<file path="config.mk">
export PLATFORM = sky130hd
export DESIGN_NAME = parking_top
export DESIGN_NICKNAME = d
export VERILOG_FILES = /design/src/design/parking_pkg.sv /design/src/design/parking_top.sv /design/src/design/pay_station.sv /design/src/design/lot_controller.sv /design/src/design/parking_spot.sv /design/src/design/ticket_lfsr.sv /design/src/design/tick_clock.sv
export SDC_FILE = /design/constraint.sdc
export NUM_CORES = 1
export LEC_CHECK = 0
export BUFFER_PORTS_ARGS = -buffer_cell sky130_fd_sc_hd__buf_2
export CAP_MARGIN = 25
export CORE_AREA = 2 2 167 169
export CTS_CLUSTER_DIAMETER = 40
export DETAILED_ROUTE_END_ITERATION = 7
export DIE_AREA = 0 0 169 171
export PLACE_DENSITY = 0.81
export SYNTH_ARGS = -nofsm -noshare
export SYNTH_HDL_FRONTEND = slang
export SYNTH_HIERARCHICAL = 1
export SYNTH_SLANG_ARGS = --single-unit
</file>
<file path="constraint.sdc">
create_clock -name CLOCK_50 -period 6.8 [get_ports CLOCK_50]
set_input_delay 0.34 -clock CLOCK_50 [delete_from_list [all_inputs] [get_ports CLOCK_50]]
set_output_delay 0.34 -clock CLOCK_50 [all_outputs]
set_load 0.01 [all_outputs]
</file>
<file path="src/design/parking_pkg.sv">
`default_nettype none

package parking_pkg;

	// spot number, wide enough for 9 spots plus out-of-range requests
	typedef logic [3:0] spot_idx_t;

	// lot time in ticks, wraps at 512
	typedef logic [8:0] time_t;

	// ticket password handed out at park
	typedef logic [9:0] password_t;

	// fares, coin sums and change
	typedef logic [9:0] money_t;

	// vehicle size, also used as the size of a spot
	typedef enum logic [1:0] {
		size_small  = 2'd0,
		size_medium = 2'd1,
		size_large  = 2'd2
	} vsize_t;

	typedef enum logic {
		cmd_park = 1'b0,
		cmd_pick = 1'b1
	} cmd_t;

	// one result code per command
	typedef enum logic [2:0] {
		st_ok           = 3'd0,
		st_bad_spot     = 3'd1,
		st_occupied     = 3'd2,
		st_too_small    = 3'd3,
		st_empty        = 3'd4,
		st_bad_password = 3'd5,
		st_busy         = 3'd6
	} status_t;

	// money per tick for each vehicle size
	localparam money_t RATE_SMALL  = 10'd1;
	localparam money_t RATE_MEDIUM = 10'd2;
	localparam money_t RATE_LARGE  = 10'd3;

	// command FSM of the lot controller
	typedef enum logic [2:0] {
		ctrl_idle     = 3'd0,
		ctrl_decide   = 3'd1,
		ctrl_ack      = 3'd2,
		ctrl_wait_pay = 3'd3,
		ctrl_release  = 3'd4
	} ctrl_state_t;

endpackage

`default_nettype wire
</file>
<file path="src/design/parking_top.sv">
`timescale 1ns/100ps
`default_nettype none

module parking_top import parking_pkg::*; #(
	parameter int NUM_SPOTS    = 9,
	parameter int SMALL_SPOTS  = 6,
	parameter int MEDIUM_SPOTS = 2,
	parameter int TICK_CYCLES  = 50_000_000
) (
	input  logic      CLOCK_50,
	input  logic      rst,
	input  logic      cmd_req,
	input  cmd_t      cmd,
	input  spot_idx_t spot,
	input  vsize_t    vsize,
	input  password_t password,
	output logic      cmd_ack,
	output status_t   status,
	output password_t ticket,
	output money_t    fare,
	input  logic      coin_req,
	input  money_t    coin,
	output logic      coin_ack,
	output money_t    paid_sum,
	output money_t    change,
	output logic      paid,
	output time_t     lot_time
);

	logic                 tick;
	password_t            lfsr_value;
	// per-spot flags back to the controller
	logic [NUM_SPOTS-1:0] occupied;
	logic [NUM_SPOTS-1:0] fits;
	logic [NUM_SPOTS-1:0] pass_ok;
	time_t                entry_times [NUM_SPOTS];
	vsize_t               stored_sizes [NUM_SPOTS];
	// one-hot strobes into the spot array
	logic [NUM_SPOTS-1:0] park_en;
	logic [NUM_SPOTS-1:0] leave_en;
	// fare request towards the pay station
	logic                 fare_load;
	time_t                stay;
	vsize_t               fare_size;
	logic                 leave_done;

	// any spot released ends the payment
	assign leave_done = |leave_en;

	tick_clock #(
		.TICK_CYCLES(TICK_CYCLES)
	) u_tick_clock (
		.CLOCK_50 (CLOCK_50),
		.rst      (rst),
		.tick     (tick),
		.lot_time (lot_time)
	);

	ticket_lfsr u_ticket_lfsr (
		.CLOCK_50   (CLOCK_50),
		.rst        (rst),
		.lfsr_value (lfsr_value)
	);

	lot_controller #(
		.NUM_SPOTS(NUM_SPOTS)
	) u_lot_controller (
		.CLOCK_50     (CLOCK_50),
		.rst          (rst),
		.cmd_req      (cmd_req),
		.cmd          (cmd),
		.spot         (spot),
		.lot_time     (lot_time),
		.tick         (tick),
		.lfsr_value   (lfsr_value),
		.occupied     (occupied),
		.fits         (fits),
		.pass_ok      (pass_ok),
		.entry_times  (entry_times),
		.stored_sizes (stored_sizes),
		.paid         (paid),
		.cmd_ack      (cmd_ack),
		.status       (status),
		.ticket       (ticket),
		.park_en      (park_en),
		.leave_en     (leave_en),
		.fare_load    (fare_load),
		.stay         (stay),
		.fare_size    (fare_size)
	);

	// spot array, sizes run small, then medium, then large
	generate
		for (genvar i = 0; i < NUM_SPOTS; i++) begin : g_spot
			localparam vsize_t SIZE = (i < SMALL_SPOTS) ? size_small :
				(i < SMALL_SPOTS + MEDIUM_SPOTS) ? size_medium : size_large;

			parking_spot #(
				.SPOT_SIZE(SIZE)
			) u_spot (
				.CLOCK_50    (CLOCK_50),
				.rst         (rst),
				.park_en     (park_en[i]),
				.leave_en    (leave_en[i]),
				.vsize       (vsize),
				.password    (password),
				.lfsr_value  (lfsr_value),
				.lot_time    (lot_time),
				.occupied    (occupied[i]),
				.fits        (fits[i]),
				.pass_ok     (pass_ok[i]),
				.entry_time  (entry_times[i]),
				.stored_size (stored_sizes[i])
			);
		end
	endgenerate

	pay_station u_pay_station (
		.CLOCK_50   (CLOCK_50),
		.rst        (rst),
		.fare_load  (fare_load),
		.stay       (stay),
		.fare_size  (fare_size),
		.coin_req   (coin_req),
		.coin       (coin),
		.leave_done (leave_done),
		.fare       (fare),
		.coin_ack   (coin_ack),
		.paid_sum   (paid_sum),
		.change     (change),
		.paid       (paid)
	);

endmodule

`default_nettype wire

</file>
<file path="src/design/pay_station.sv">
`timescale 1ns/100ps
`default_nettype none

module pay_station import parking_pkg::*; (
	input  logic   CLOCK_50,
	input  logic   rst,
	input  logic   fare_load,
	input  time_t  stay,
	input  vsize_t fare_size,
	input  logic   coin_req,
	input  money_t coin,
	input  logic   leave_done,
	output money_t fare,
	output logic   coin_ack,
	output money_t paid_sum,
	output money_t change,
	output logic   paid
);

	money_t      rate;
	logic [18:0] product;
	logic [10:0] sum_next;
	// fare outstanding
	logic        pending;
	// coin taken, ack goes out next cycle
	logic        adding;

	always_comb begin
		case (fare_size)
			size_small:  rate = RATE_SMALL;
			size_medium: rate = RATE_MEDIUM;
			size_large:  rate = RATE_LARGE;
			default:     rate = RATE_LARGE;
		endcase
	end

	assign product  = rate * stay;
	assign sum_next = {1'b0, paid_sum} + coin;

	always_ff @(posedge CLOCK_50) begin
		if (rst) begin
			fare     <= '0;
			pending  <= 1'b0;
			adding   <= 1'b0;
			coin_ack <= 1'b0;
			paid_sum <= '0;
			change   <= '0;
			paid     <= 1'b0;
		end else begin
			if (fare_load) begin
				// saturate at the top of money_t
				fare     <= (product > 19'(10'h3ff)) ? 10'h3ff : product[9:0];
				pending  <= 1'b1;
				paid_sum <= '0;
				change   <= '0;
			end

			// new coin, sum only moves with a fare outstanding
			if (coin_req && !coin_ack && !adding) begin
				adding <= 1'b1;
				if (pending)
					paid_sum <= sum_next[10] ? 10'h3ff : sum_next[9:0];
			end

			// ack with sum, change and paid valid
			if (adding) begin
				adding   <= 1'b0;
				coin_ack <= 1'b1;
				if (pending && (paid_sum >= fare)) begin
					paid    <= 1'b1;
					change  <= paid_sum - fare;
					pending <= 1'b0;
				end
			end

			if (coin_ack && !coin_req)
				coin_ack <= 1'b0;

			// spot freed, fare settled
			if (leave_done) begin
				paid <= 1'b0;
				fare <= '0;
			end
		end
	end

endmodule

`default_nettype wire

</file>
<file path="src/design/lot_controller.sv">
`timescale 1ns/100ps
`default_nettype none

module lot_controller import parking_pkg::*; #(
	parameter int NUM_SPOTS = 9
) (
	input  logic                 CLOCK_50,
	input  logic                 rst,
	input  logic                 cmd_req,
	input  cmd_t                 cmd,
	input  spot_idx_t            spot,
	input  time_t                lot_time,
	input  logic                 tick,
	input  password_t            lfsr_value,
	input  logic [NUM_SPOTS-1:0] occupied,
	input  logic [NUM_SPOTS-1:0] fits,
	input  logic [NUM_SPOTS-1:0] pass_ok,
	input  time_t                entry_times [NUM_SPOTS],
	input  vsize_t               stored_sizes [NUM_SPOTS],
	input  logic                 paid,
	output logic                 cmd_ack,
	output status_t              status,
	output password_t            ticket,
	output logic [NUM_SPOTS-1:0] park_en,
	output logic [NUM_SPOTS-1:0] leave_en,
	output logic                 fare_load,
	output time_t                stay,
	output vsize_t               fare_size
);

	ctrl_state_t          state;
	status_t              chk_status;
	// set by a good pick, held until the fare is paid
	logic                 pending;
	spot_idx_t            pick_spot;
	spot_idx_t            sel;
	logic [NUM_SPOTS-1:0] sel_onehot;
	logic                 commit;
	logic                 park_ok;
	logic                 pick_ok;

	// out-of-range index folds to spot 0, result is discarded anyway
	assign sel        = (spot < NUM_SPOTS) ? spot : '0;
	assign sel_onehot = NUM_SPOTS'(1'b1) << sel;

	// result of the pending command, from the selected spot's flags
	always_comb begin
		chk_status = st_ok;
		if (pending) begin
			chk_status = st_busy;
		end else if (spot >= NUM_SPOTS) begin
			chk_status = st_bad_spot;
		end else if (cmd == cmd_park) begin
			if (occupied[sel])
				chk_status = st_occupied;
			else if (!fits[sel])
				chk_status = st_too_small;
		end else begin
			if (!occupied[sel])
				chk_status = st_empty;
			else if (!pass_ok[sel])
				chk_status = st_bad_password;
		end
	end

	// hold off while lot_time is about to step
	// so the stored time matches the time seen with ack
	assign commit  = (state == ctrl_decide) && !tick;
	assign park_ok = commit && (chk_status == st_ok) && (cmd == cmd_park);
	assign pick_ok = commit && (chk_status == st_ok) && (cmd == cmd_pick);

	// spot strobes, one cycle each
	assign park_en   = park_ok ? sel_onehot : '0;
	assign leave_en  = (state == ctrl_release) ? (NUM_SPOTS'(1'b1) << pick_spot) : '0;

	// fare request, stay wraps with the 9-bit clock
	assign fare_load = pick_ok;
	assign stay      = time_t'(lot_time - entry_times[sel]);
	assign fare_size = stored_sizes[sel];

	always_ff @(posedge CLOCK_50) begin
		if (rst) begin
			state   <= ctrl_idle;
			cmd_ack <= 1'b0;
			status  <= st_ok;
			ticket  <= '0;
			pending <= 1'b0;
		end else begin
			case (state)
				ctrl_idle: begin
					if (cmd_req)
						state <= ctrl_decide;
				end
				ctrl_decide: begin
					if (commit) begin
						cmd_ack <= 1'b1;
						status  <= chk_status;
						// same lfsr value the spot stores on this edge
						ticket  <= park_ok ? lfsr_value : '0;
						if (pick_ok)
							pending <= 1'b1;
						state   <= ctrl_ack;
					end
				end
				ctrl_ack: begin
					// four-phase, drop ack after req falls
					if (!cmd_req) begin
						cmd_ack <= 1'b0;
						state   <= pending ? ctrl_wait_pay : ctrl_idle;
					end
				end
				ctrl_wait_pay: begin
					// payment first, other commands get st_busy
					if (paid)
						state <= ctrl_release;
					else if (cmd_req)
						state <= ctrl_decide;
				end
				ctrl_release: begin
					pending <= 1'b0;
					state   <= ctrl_idle;
				end
				default: state <= ctrl_idle;
			endcase
		end
	end

	// spot waiting for payment
	always_ff @(posedge CLOCK_50) begin
		if (pick_ok)
			pick_spot <= sel;
	end

endmodule

`default_nettype wire

</file>
<file path="src/design/parking_spot.sv">
`timescale 1ns/100ps
`default_nettype none

module parking_spot import parking_pkg::*; #(
	parameter vsize_t SPOT_SIZE = size_small
) (
	input  logic      CLOCK_50,
	input  logic      rst,
	input  logic      park_en,
	input  logic      leave_en,
	input  vsize_t    vsize,
	input  password_t password,
	input  password_t lfsr_value,
	input  time_t     lot_time,
	output logic      occupied,
	output logic      fits,
	output logic      pass_ok,
	output time_t     entry_time,
	output vsize_t    stored_size
);

	password_t stored_pass;

	// occupancy, park wins over leave
	always_ff @(posedge CLOCK_50) begin
		if (rst)
			occupied <= 1'b0;
		else if (park_en)
			occupied <= 1'b1;
		else if (leave_en)
			occupied <= 1'b0;
	end

	// ticket data of the parked car
	always_ff @(posedge CLOCK_50) begin
		if (park_en) begin
			stored_size <= vsize;
			entry_time  <= lot_time;
			stored_pass <= lfsr_value;
		end
	end

	// small fits anywhere, medium needs medium or large
	// large needs a large spot
	always_comb begin
		case (vsize)
			size_small:  fits = 1'b1;
			size_medium: fits = (SPOT_SIZE != size_small);
			size_large:  fits = (SPOT_SIZE == size_large);
			default:     fits = 1'b0;
		endcase
	end

	// presented password against the ticket
	// only meaningful with a car in the spot
	assign pass_ok = occupied && (stored_pass == password);

endmodule

`default_nettype wire

</file>
<file path="src/design/ticket_lfsr.sv">
`timescale 1ns/100ps
`default_nettype none

module ticket_lfsr import parking_pkg::*; (
	input  logic      CLOCK_50,
	input  logic      rst,
	output password_t lfsr_value
);

	logic feedback;

	// x^10 + x^7 + 1, period 1023
	assign feedback = lfsr_value[9] ^ lfsr_value[6];

	// never reset to zero, that state locks up
	always_ff @(posedge CLOCK_50) begin
		if (rst)
			lfsr_value <= 10'h2a5;
		else
			lfsr_value <= {lfsr_value[8:0], feedback};
	end

endmodule

`default_nettype wire

</file>
<file path="src/design/tick_clock.sv">
`timescale 1ns/100ps
`default_nettype none

module tick_clock import parking_pkg::*; #(
	parameter int TICK_CYCLES = 50_000_000
) (
	input  logic  CLOCK_50,
	input  logic  rst,
	output logic  tick,
	output time_t lot_time
);

	localparam int CNT_W = (TICK_CYCLES > 1) ? $clog2(TICK_CYCLES) : 1;

	logic [CNT_W-1:0] prescale;

	// high in the last cycle of each period, lot_time steps on this edge
	assign tick = (prescale == CNT_W'(TICK_CYCLES - 1));

	always_ff @(posedge CLOCK_50) begin
		if (rst) begin
			prescale <= '0;
			lot_time <= '0;
		end else if (tick) begin
			prescale <= '0;
			// wraps at 512
			lot_time <= time_t'(lot_time + 1'b1);
		end else begin
			prescale <= prescale + 1'b1;
		end
	end

endmodule

`default_nettype wire

</file>
== Yosys cells after proc, flatten, opt, wreduce, memory -nomap -nowiden ==
Cells that the tools add are included.
Operators by class
  $add $sub $neg: 5
  $mul: 1
  order comparisons: 6
  equality and inequality tests: 20
  shift-type cells: 2
  mux-type cells: 69
  bitwise gates (word level): 3
  reduce and logical (&&, ||, !) cells: 47
Operator list (number)
  $eq A10 B10 Y1: 9
  $mux W10: 9
  $bmux W9 S4: 1
  $mux W9: 4
  $mux W1: 32
  $mux W3: 10
  $add A26 B1 Y26 const B: 1
  $eq A26 B26 Y1 const B: 1
  $reduce_bool A2 Y1: 11
  $gt A19 B10 Y1 const B: 1
  $shl A1 B4 Y9 const A: 2
  $logic_and A1 B1 Y1: 17
  $bmux W1 S4: 3
  $pmux W3 S4: 1
  $add A10 B10 Y11: 1
  $mul A2 B9 Y11: 1
  $ge A10 B10 Y1: 1
  $reduce_or A10 Y1: 1
  $sub A10 B10 Y10: 1
  $add A9 B1 Y9 const B: 1
  $sub A9 B9 Y9: 1
  $bmux W2 S4: 1
  $mux W2: 4
  $reduce_or A2 Y1: 4
  other kinds (23): 35
Word-level totals
  register bits: 299
  input port bits: 31
  word-level logic and storage cells: 205

== Logic depth before layout (Yosys ltp) ==
Gate-level depths: netlist of run 1.
  depth in word-level cells: 16
  mapped depth: 23
  mapped depth without buffers: 20

== Cells and area by module ==
Netlist of run 1, hierarchy kept.
By module, submodules not included
  parking_spot: instances 9, cells each 40, area an instance 782.0 sq um
  pay_station: instances 1, cells each 317, area an instance 2657.5 sq um
  lot_controller: instances 1, cells each 287, area an instance 2607.5 sq um
  tick_clock: instances 1, cells each 184, area an instance 1601.5 sq um
  ticket_lfsr: instances 1, cells each 21, area an instance 271.5 sq um
  parking_top: instances 1, cells each 4, area an instance 20.0 sq um

== Least setup slack after synthesis of run 1 ==
Ideal clock, no wire load.
  path type: register to register
  start: reg u_tick_clock.prescale[0]
  end: reg g_spot[2].u_spot.entry_time[0] (enable)
  setup time: 0.456 ns
  data arrival time: 4.225 ns
  data required time: 6.344 ns
  setup slack: 2.119 ns
  stages on the path, launching flop included: 13
  buffers on the path: 2
  cell sequence: dfxtp_1 > ha_1 > and3_1 > clkbuf_1 > nand2_1 > or4_4 > buf_6 > inv_1 > nor3_1 > nand2_1 > nor2_1 > nand4_4 > nor4_1
Between the ends
  cells in the longest elaborated chain, start to end: 6
RTL lines
  start, declared: line tick_clock.sv:15  | logic [CNT_W-1:0] prescale;
  start signal, assigned: line tick_clock.sv:29  | prescale <= prescale + 1'b1;
  $eq A26 B26 Y1: line tick_clock.sv:18  | assign tick = (prescale == CNT_W'(TICK_CYCLES - 1));
  via tick: line parking_top.sv:30  | logic tick;
  $logic_not A1 Y1: line lot_controller.sv:68  | assign commit = (state == ctrl_decide) && !tick;
  $logic_and A1 B1 Y1: line lot_controller.sv:68
  $logic_and A1 B1 Y1 (2 in a row): line lot_controller.sv:69  | assign park_ok = commit && (chk_status == st_ok) && (cmd == cmd_park);
  $mux W9: line lot_controller.sv:73  | assign park_en = park_ok ? sel_onehot : '0;
  via park_en[2]: line parking_top.sv:39  | logic [NUM_SPOTS-1:0] park_en;
  end signal, assigned: line parking_spot.sv:38  | entry_time <= lot_time;
  end, declared: line parking_spot.sv:18  | output time_t entry_time,
The timed path passes the listed nets, and every way through them passes these cells.
A chain may end at the register's enable or synchronous reset.

== Worst setup path after layout of run 1 ==
  start: in spot[0]
  end: reg u_pay_station.fare[0]
Between the ends
  elaborated cells between the ends (all ways): 33
RTL lines
  start, declared: line parking_top.sv:14  | input spot_idx_t spot,
  $lt A4 B4 Y1: line lot_controller.sv:43  | assign sel = (spot < NUM_SPOTS) ? spot : '0;
  $mux W4 (*): line lot_controller.sv:43
  $not A4 Y5 (implied by the code) (*): line lot_controller.sv:78  | assign stay = time_t'(lot_time - entry_times[sel]);
  $bmux W9 S4 (*): line lot_controller.sv:78
  $mux W9 (implied by the code) (*) (2 in a row): line lot_controller.sv:78
  $sub A9 B9 Y9 (*): line lot_controller.sv:78
  via stay[5]: line parking_top.sv:43  | time_t stay;
  $mul A2 B9 Y11 (*): line pay_station.sv:37  | assign product = rate * stay;
  $gt A19 B10 Y1 (*): line pay_station.sv:52  | fare <= (product > 19'(10'h3ff)) ? 10'h3ff : product[9:0];
  $mux W10 (*): line pay_station.sv:52
  end signal, assigned: line pay_station.sv:52
  end, declared: line pay_station.sv:13  | output money_t fare,
Mark *: on every way through the listed nets, which the timed path passes. The rest lies on a longest branch. The select of a mux whose other input is x is not followed.

==> results of run 1 <==
-- layer usage --
metal	track usage	share of wire	vias up
li1	-	-	4523
met1	0.298	0.41	4705
met2	0.383	0.49	399
met3	0.0437	0.076	79
met4	0.0829	0.027	0
met5	0	0	-
-- kinds of logic after synthesis --
| family | Yosys count | synth area share |
|---|---|---|
| compound gates | 180 | 0.0877 |
| flops | 299 | 0.558 |
| simple gates | 376 | 0.144 |
| buf+inv | 85 | 0.0279 |
| mux | 51 | 0.0573 |
| xor+xnor | 140 | 0.0864 |
| fa+ha+maj | 42 | 0.0391 |
-- state kept, by name (all words and copies together), names as in the netlist, 9 cells and up --
signal,flops
g_spot.u_spot/stored_pass,90
g_spot.u_spot/entry_time,81
u_tick_clock/prescale,26
g_spot.u_spot/stored_size,18
u_lot_controller/ticket,10
u_pay_station/change,10
u_pay_station/fare,10
u_pay_station/paid_sum,10
u_ticket_lfsr/lfsr_value,10
g_spot.u_spot/occupied,9
u_tick_clock/lot_time,9
-- cells in the final DEF, fill, tap and decap left out, drive strengths merged, types with 3 or more instances in the layout --
| master | n |
|---|---|
| nand2 | 41 |
| nor4 | 10 |
| o21a | 6 |
| and4 | 3 |
| clkbuf | 41 |
| xnor2 | 111 |
| or2 | 8 |
| a21o | 4 |
| a22o | 11 |
| a21oi | 67 |
| nor3 | 30 |
| mux2 | 9 |
| or3 | 8 |
| mux2i | 19 |
| nor2 | 113 |
| a221oi | 10 |
| clkinv | 16 |
| nand3 | 36 |
| fa | 4 |
| and3 | 10 |
| buf | 106 |
| o31ai | 3 |
| nor2b | 22 |
| o21ai | 38 |
| xor2 | 29 |
| nand3b | 12 |
| a211oi | 11 |
| a31o | 4 |
| a31oi | 6 |
| bufinv | 4 |
| inv | 56 |
| edfxtp | 193 |
| nor4b | 3 |
| and2 | 8 |
| ha | 38 |
| nand4 | 30 |
| dfxtp | 106 |
| nand2b | 30 |
| mux4 | 23 |
-- worst reg2reg max path: stages, from the launching register on --
cell	delay (ns)
edfxtp_1	0.40
mux4_2	0.49
mux2i_1	0.18
nor2_1	0.07
a21oi_1	0.30
ha_1	0.30
nor2b_1	0.13
o21ai_0	0.19
a21boi_0	0.15
o21ai_0	0.20
nor2b_1	0.19
xnor2_1	0.08
nor2b_1	0.13
ha_1	0.36
a21o_1	0.19
a31o_2	0.23
a21oi_2	0.33
a21oi_1	0.13
-- synth_stat cells, types with 6 or more instances --
master / instances
xnor2_1: 111
inv_1: 47
o21ai_0: 30
nor2b_1: 21
ha_1: 38
clkbuf_1: 17
and3_1: 10
mux2_2: 8
buf_2: 10
nand3_1: 36
nand3b_1: 12
a22o_1: 11
edfxtp_1: 193
o21a_1: 6
a31oi_1: 6
buf_6: 6
xor2_1: 29
a221oi_2: 10
nor4_1: 10
o21ai_1: 8
nand4_1: 29
a21oi_1: 64
nand2b_1: 30
or3_1: 7
mux2i_1: 19
nor2_1: 111
dfxtp_1: 106
a211oi_1: 10
and2_1: 8
mux4_2: 22
nand2_1: 41
nor3_1: 21
nor3_2: 9
-- metrics by stage --
step | instance area, um^2 | util
2_1_floorplan | 14200 | -
3_5_place_dp | 15000 | 0.549
5_1_grt | 16400 | 0.599
6_report | 16400 | 0.599
3_3_place_gp | 15000 | 0.548
4_1_cts | 16300 | 0.598
-- power breakdown --
group,internal (mW),leakage [nW],switching [mW]
clock,1.25,0.653,0.823
sequential,1.94,2.63,0.0230
combinational,0.115,2.58,0.164
total,3.31,5.87,1.01
-- layout make-up --
| class | instances | area, um^2 | area share |
|---|---|---|---|
| well taps | 346 | 433 | 0.0264 |
| inverters | 47 | 176 | 0.0108 |
| clock buffers | 41 | 1000 | 0.0613 |
| flip-flops and latches | 299 | 7920 | 0.483 |
| repair buffers | 106 | 592 | 0.0361 |
| multi-input cells | 789 | 5930 | 0.362 |
| clock inverters | 31 | 327 | 0.0199 |
-- path summary, 6_finish.rpt --
path	start	endpoint	slack (ns)	depth (start not counted)
min	coin_req	u_pay_station/adding	0.06	3
max	spot[0]	u_pay_station/fare[0]	2.33	18
max reg2reg	g_spot[4].u_spot/entry_time[1]	u_pay_station/fare[0]	2.56	17
min reg2reg	u_tick_clock/prescale[0]	u_tick_clock/prescale[0]	0.47	1
==> results.cfg, run 1 <==
[floorplanning]
core_mm2 = 0.0273
die_area_mm2 = 0.0289
ios = 86
core.rowCount = 61
start_util = 0.520
die_w_um = 169
fp.dieH_um = 171

[timing]
setup_slack_ns = 2.33
clock-skew-final_ns = 0.0181
slew_viol_final = 0
fmax_ghz = 0.224
relSlewSlack = 0.362
hold_viol_final = 0
tns_ns = 0
whs_ns = 0.0560
rsz0062_at_grt = false
period_share = 0.657
worstMarginPinSlew_ns = 0.949
min_period_ns = 4.47
finalSetupViolations = 0

[route]
first_pass_iters = 7
first_iter_violations = 1007
num_vias = 9706
finalWirelength_mm = 32.7
ant_nets = 0
via_per_inst = 5.85
detail_route.wl_per_cell_um = 19.7
drc = 0

[clocking]
cts_buffer_depth = 3
cts.reportedPaths.clkPinSlew_ns = 0.05
cts_made_buffers = 39
htree_num_levels = 2
cts.sinks = 299
clk_latency_ns = 0.53
cts_setup_buffers = 0
cts_hold_buf = 0
cts_tree = yes
root_buffer = clkbuf_16
cts-resized-gates = 0

[setup_path]
crit_family = compound AO/OA/AOI/OAI gates
crit_chain = buf_2 > or2_2 > nor2_2 > mux2_2 > a21oi_1 > ha_1 > nor2b_1 > o21ai_0 > a21boi_0 > o21ai_0 > nor2b_1 > xnor2_1 > nor2b_1 > ha_1 > a21o_1 > a31o_2 > a21oi_2 > a21oi_1
startpoint_type = primary input
cp.required_ns = 7.18
path_class = in2reg
cp_num_buf_inv = 1
crit_slowest_cell = nor2_2
critPathMaxStageDelay_ns = 0.46
crit_path_frequent_cell = nor2b_1
crit_fanout = 15
worstPathArrival_ns = 4.85
end_kind = flip-flop

[yosys]
yosysUniqueCellTypes = 78
synth_edf_count = 193
syn_avg_cell_area_um2 = 12.1
seq_area_frac_synth = 0.558
synthArstFlopShare = 0
synth_seq_cells = 299
netlist_area_mm2 = 0.0142
synth_area_leaders = edfxtp_1, dfxtp_1, xnor2_1, mux4_2, ha_1
ys.flop_type = edfxtp_1
synth_top_cell_area_share = 0.408
yosysWarningCount = 6
syn_nets = 1246
syn_inst = 1173
yosysTopAreaCell = edfxtp_1

[global_routing]
grt_max_degree = 52
gr-usage-all-layers = 0.228
grt_overflow_total = 0
grt_antenna_before_repair = 0
grt_pass1_vias = 9455
grt_first_pass_wirelength_mm = 51.5

[place]
place_ws_ns = 1.91
place_congestion = 0.848
dp.cells = 1583
port_buffers = 85
post-dp-hpwl_mm = 21.0

[power_and_ir_drop]
power_density_mw_per_mm2 = 264
leakage_nw = 5.87
peakVddDrop_v = 0.000201
totalPowerFinal_mw = 4.32

[worst_hold_path]
hp-class = in2reg

[flow_run]
maxCapViolCount = 0

[final_layout]
syn2layout_area_growth_pct = 15.4
drive_above_1_share = 0.194
instances_no_fill = 1659
fill_cells = 2061
fin_nets = 1355
diodes = 0

[outcome]
status = complete, no violations
Power figures use the tool's default switching activity.
==> run 2, diff against run 1 <==
--- a/config.mk
+++ b/config.mk
@@ -11,7 +11,7 @@
 export CTS_CLUSTER_DIAMETER = 40
 export DETAILED_ROUTE_END_ITERATION = 7
 export DIE_AREA = 0 0 169 171
-export PLACE_DENSITY = 0.81
+export PLACE_DENSITY = 0.84
 export SYNTH_ARGS = -nofsm -noshare
 export SYNTH_HDL_FRONTEND = slang
 export SYNTH_HIERARCHICAL = 1
==> constraint.sdc (replaced) <==
create_clock -name CLOCK_50 -period 3.9 [get_ports CLOCK_50]
set_input_delay 0.195 -clock CLOCK_50 [delete_from_list [all_inputs] [get_ports CLOCK_50]]
set_output_delay 0.195 -clock CLOCK_50 [all_outputs]
set_load 0.01 [all_outputs]
==> run 2 against run 1 <==
First-iteration DRC count decreased by 13%. Count of clock-buffer cells in the layout up 8. Global-route usage down 0.17 points. Critical path depth grew 2. Critical endpoint is now u_pay_station/fare[9]. Highest routed layer unchanged.
==> results.cfg, run 2 (synthesis gave the netlist of run 1 again) <==
[route]
num_vias = 9833
via_per_inst = 5.85
finalWirelength_mm = 32.8
ant_nets = 0
drc = 0
detail_route.wl_per_cell_um = 19.5
first_iter_violations = 878
first_pass_iters = 5

[final_layout]
mostFrequentLayoutCells = edfxtp_1, nor2_1, xnor2_1
largest_reg_flops = 90
diodes = 0
largest_register = g_spot.u_spot/stored_pass
ff_latch_area_mm2 = 0.00792
fin_nets = 1380
multi_input_area_mm2 = 0.00606
drive_above_1_share = 0.220
top_regs = g_spot.u_spot/stored_pass (90), g_spot.u_spot/entry_time (81), u_tick_clock/prescale (26)
syn2layout_area_growth_pct = 17.6
instances_no_fill = 1681
fill_cells = 2005
layout_commonest_cell = edfxtp_1

[timing]
fmax_ghz = 0.258
hold_viol_final = 0
slew_viol_final = 0
clock-skew-final_ns = 0.0186
relSlewSlack = 0.320
min_period_ns = 3.87
period_share = 0.992
finalSetupViolations = 0
worstMarginPinSlew_ns = 1.01
rsz0062_at_grt = true

[setup_path]
cp_num_buf_inv = 1
critPathMaxStageDelay_ns = 0.47
cp.required_ns = 4.28
crit_fanout = 3
crit_slowest_cell = mux4_2
end_kind = flip-flop
crit_chain = mux4_2 > nor2b_1 > a211oi_2 > a21oi_1 > ha_2 > inv_1 > fa_2 > nand2_1 > nand2_1 > a21oi_2 > o21bai_1 > a21oi_2 > xnor2_2 > nor2b_1 > ha_1 > nor3b_1 > nor2b_1 > nand4_1 > o2111ai_1 > a31oi_1
worstPathArrival_ns = 4.25
crit_family = simple AND/OR/NAND/NOR gates
startpoint_type = flip-flop
crit_path_frequent_cell = nor2b_1
path_class = reg2reg

[clocking]
root_buffer = clkbuf_16
cts.sinks = 299
cts.reportedPaths.clkPinSlew_ns = 0.06
htree_num_levels = 2
cts_tree = yes
cts_buffer_depth = 3
clk_latency_ns = 0.51
cts_made_buffers = 37

[floorplanning]
die_w_um = 169
core.rowCount = 61
ios = 86
core_mm2 = 0.0273
fp.dieH_um = 171
die_area_mm2 = 0.0289
start_util = 0.520

[global_routing]
grt_pass1_vias = 9698
grt_max_degree = 42
grt_antenna_before_repair = 0
gr-usage-all-layers = 0.227
grt_overflow_total = 0
grt_first_pass_wirelength_mm = 51.8

[power_and_ir_drop]
totalPowerFinal_mw = 7.53
peakVddDrop_v = 0.000373
leakage_nw = 6.04
power_density_mw_per_mm2 = 451

[flow_run]
maxCapViolCount = 0

[place]
dp.cells = 1611
post-dp-hpwl_mm = 21.8
port_buffers = 85
place_congestion = 0.855

[worst_hold_path]
hp-class = in2reg

[outcome]
status = complete, no violations
[run 2: stage by stage]
step | hold WS, ns | setup TNS [ns] | area, um^2 | util | setup slack, ns
after floorplan | 0.267 | -70.12 | 14300 | - | -0.781
after global placement | 0.435 | 0 | 15300 | 0.559 | 0.0773
after CTS | 0.0300 | 0 | 16600 | 0.608 | 0.00780
after global routing | 0.0609 | -0.390 | 16700 | 0.611 | -0.114
final | 0.0375 | 0 | 16700 | 0.611 | 0.0293
after detailed placement | 0.452 | -0.355 | 15300 | 0.559 | -0.0549
[run 2: path summary, 6_finish.rpt]
path / startpoint / to / slack [ns] / cells after the start
max reg2reg: g_spot[0].u_spot/entry_time[0] / u_pay_station/fare[9] / 0.03 / 20
min reg2reg: u_tick_clock/prescale[0] / u_tick_clock/prescale[0] / 0.47 / 1
min: cmd / u_lot_controller/status[0] / 0.04 / 3
max: g_spot[0].u_spot/entry_time[0] / u_pay_station/fare[9] / 0.03 / 20
[run 2: metal layers]
| metal | up-vias | global-route usage | wire (um) |
|---|---|---|---|
| met2 | 396 | 0.385 | 16100 |
| li1 | 4576 | - | - |
| met5 | - | 0 | 0 |
| met4 | 0 | 0.0728 | 819 |
| met3 | 66 | 0.0375 | 2360 |
| met1 | 4795 | 0.299 | 13500 |
[run 2: worst reg2reg max path: cells and delay by family, from the launching register on]
family | cells | cell delay, ns
simple gates | 7 | 1.13
compound gates | 7 | 0.85
fa+ha+maj | 3 | 0.65
mux | 1 | 0.47
flops | 1 | 0.42
xor+xnor | 1 | 0.15
buf+inv | 1 | 0.07
[run 2: area by class of cell]
cell class / count / share of cell area
clock buffers: 49 / 0.0629
inverters: 47 / 0.0106
well taps: 346 / 0.0259
multi-input cells: 790 / 0.363
flip-flops and latches: 299 / 0.474
repair buffers: 132 / 0.0483
clock inverters: 18 / 0.0154
[run 2: power breakdown]
part | internal, mW | switching (mW)
Sequential | 3.38 | 0.0378
Combinational | 0.235 | 0.316
Clock | 2.21 | 1.35
Total | 5.82 | 1.71
[run 2: timing repair]
item                                   in CTS  in global routing
cloned                                      0                  1
pin swaps                                   1                 11
setup buffers                               0                  1
resized for setup                           0                 17
endpoints found under the hold margin       2                  0
setup endpoints to repair                   1                 10
hold buffers                                1                  0
==> run 3, diff against run 2 <==
--- a/config.mk
+++ b/config.mk
@@ -7,11 +7,11 @@
 export LEC_CHECK = 0
 export BUFFER_PORTS_ARGS = -buffer_cell sky130_fd_sc_hd__buf_2
 export CAP_MARGIN = 25
-export CORE_AREA = 2 2 167 169
+export CORE_AREA = 3 3 168 170
 export CTS_CLUSTER_DIAMETER = 40
 export DETAILED_ROUTE_END_ITERATION = 7
-export DIE_AREA = 0 0 169 171
-export PLACE_DENSITY = 0.84
+export DIE_AREA = 0 0 171 173
+export PLACE_DENSITY = 0.7
 export SYNTH_ARGS = -nofsm -noshare
 export SYNTH_HDL_FRONTEND = slang
 export SYNTH_HIERARCHICAL = 1
==> run 3 against run 2 <==
Worst hold slack better by 0.016 ns. Total power is 0.58% higher. Combinational power shrank 4.4%.
==> results.cfg, run 3 (synthesis gave the netlist of run 1 again) <==
[floorplanning]
core_mm2 = 0.0269
fp.dieH_um = 173
core.rowCount = 60
ios = 86
die_w_um = 171
start_util = 0.528
die_area_mm2 = 0.0296

[timing]
whs_ns = 0.0530
min_period_ns = 3.68
hold_viol_final = 0
period_share = 0.943
finalSetupViolations = 0
worstMarginPinSlew_ns = 1.02
fmax_ghz = 0.272
relSlewSlack = 0.316
slew_viol_final = 0
clock-skew-final_ns = 0.0177

[setup_path]
ff2ff_path_depth = 20
critPathMaxStageDelay_ns = 0.46
crit_slowest_cell = mux4_2
worstPathArrival_ns = 4.08
critPathLaunch = g_spot[0].u_spot/entry_time[0]
end_kind = flip-flop
crit_cells = 20
crit_path_frequent_cell = a21oi_1
cp_num_buf_inv = 1
startpoint_type = flip-flop
path_class = reg2reg
r2r_setup_slack_ns = 0.22
r2r-start = g_spot[0].u_spot/entry_time[0]
r2r_end = u_pay_station/fare[8]
cp.required_ns = 4.31
crit_family = compound AO/OA/AOI/OAI gates
crit_fanout = 3
crit_chain = mux4_2 > nor2b_1 > a211oi_2 > a21oi_1 > ha_2 > inv_1 > fa_2 > nand2_1 > nand2_1 > a21oi_2 > o21bai_1 > a21oi_1 > xnor2_1 > and2_1 > ha_1 > a21o_1 > a31o_4 > a21oi_2 > xor2_1 > a21oi_1

[final_layout]
syn2layout_area_growth_pct = 17.8
ff_latch_area_mm2 = 0.00792
layout_commonest_cell = edfxtp_1
diodes = 0
top_regs = g_spot.u_spot/stored_pass (90), g_spot.u_spot/entry_time (81), u_tick_clock/prescale (26)
largest_register = g_spot.u_spot/stored_pass
fin_util = 0.622
mostFrequentLayoutCells = edfxtp_1, xnor2_1, nor2_1
drive_above_1_share = 0.219
largest_reg_flops = 90
fin_nets = 1389
multi_input_area_mm2 = 0.00600
fill_cells = 2115

[route]
first_iter_violations = 806
finalWirelength_mm = 31.9
detail_route.wl_per_cell_um = 18.9
drc = 0
num_vias = 9497
ant_nets = 0
first_pass_iters = 5
via_per_inst = 5.62

[power_and_ir_drop]
peakVddDrop_v = 0.000352
leakage_nw = 6.04
totalPowerFinal_mw = 7.57
power_density_mw_per_mm2 = 453

[global_routing]
gr-usage-all-layers = 0.215
grt_max_degree = 42
grt_antenna_before_repair = 0
grt_overflow_total = 0
grt_pass1_vias = 9324
grt_first_pass_wirelength_mm = 50.5

[worst_hold_path]
whs_endpoint = g_spot[8].u_spot/stored_size[0]
hp-start = vsize[0]
min_path_cells = 1
hp-class = in2reg

[clocking]
clk_latency_ns = 0.54
root_buffer = clkbuf_16
cts.sinks = 299
cts_made_buffers = 42
cts.reportedPaths.clkPinSlew_ns = 0.05
cts_tree = yes
htree_num_levels = 2
cts_buffer_depth = 3

[place]
port_buffers = 85
place_congestion = 0.801
post-dp-hpwl_mm = 21.3

[flow_run]
maxCapViolCount = 0

[outcome]
status = complete, no violations
-- run 3: cell count changes in the layout (fill, tap and decap cells not counted), sizes merged --
cell / before / now
clkinv: 4 / 9
clkinvlp: 1 / 6
buf: 131 / 134
bufinv: 4 / 1
clkbuf: 49 / 52
dlygate4sd3: 1 / 2
inv: 56 / 57
-- run 3: layer usage --
metal / GRT usage / vias to the layer above / wire length (um)
met5: 0 / - / 0
met4: 0.0490 / 0 / 486
met3: 0.0393 / 43 / 1740
met2: 0.333 / 248 / 14700
met1: 0.318 / 4606 / 14900
li1: - / 4600 / -
-- run 3: through the flow --
step | TNS, ns | cell area [um^2] | std cells | worst slack, ns
after floorplan | -70.12 | 14300 | 1173 | -0.781
after global placement | 0 | 15300 | 1609 | 0.0773
after detailed placement | 0 | 15300 | 1609 | 0.00862
after CTS | 0 | 16700 | 1689 | 0.121
after global routing | -0.0940 | 16700 | 1691 | -0.0371
final | 0 | 16700 | 1691 | 0.224
-- run 3: how the worst max path moves through the flow --
stage	end	slack, ns
4_1_cts	u_pay_station/fare[0]	0.12
3_5_place_dp	u_pay_station/fare[8]	0.009
5_1_grt	u_pay_station/fare[2]	-0.04
3_3_place_gp	u_pay_station/fare[8]	0.08
6_report	u_pay_station/fare[8]	0.22
2_1_floorplan	g_spot[2].u_spot/entry_time[0]	-0.78
-- run 3: area by class of cell --
class,instances,share of cell area
Sequential cell,299,0.474
Multi-Input combinational cell,790,0.359
Clock buffer,52,0.0676
Timing Repair Buffer,136,0.0494
Tap cell,341,0.0255
Clock inverter,26,0.0144
Inverter,47,0.0106
-- run 3: timing repair --
item / 4_1_cts / 5_1_grt
endpoints found under the hold margin: 3 / 0
setup endpoints to repair: 0 / 10
setup buffers: 0 / 1
gates resized for setup: 0 / 6
hold buffers: 2 / 0
-- run 3: where the power goes --
| group | internal [mW] | switching, mW |
|---|---|---|
| clock | 2.18 | 1.45 |
| sequential | 3.38 | 0.0388 |
| combinational | 0.226 | 0.301 |
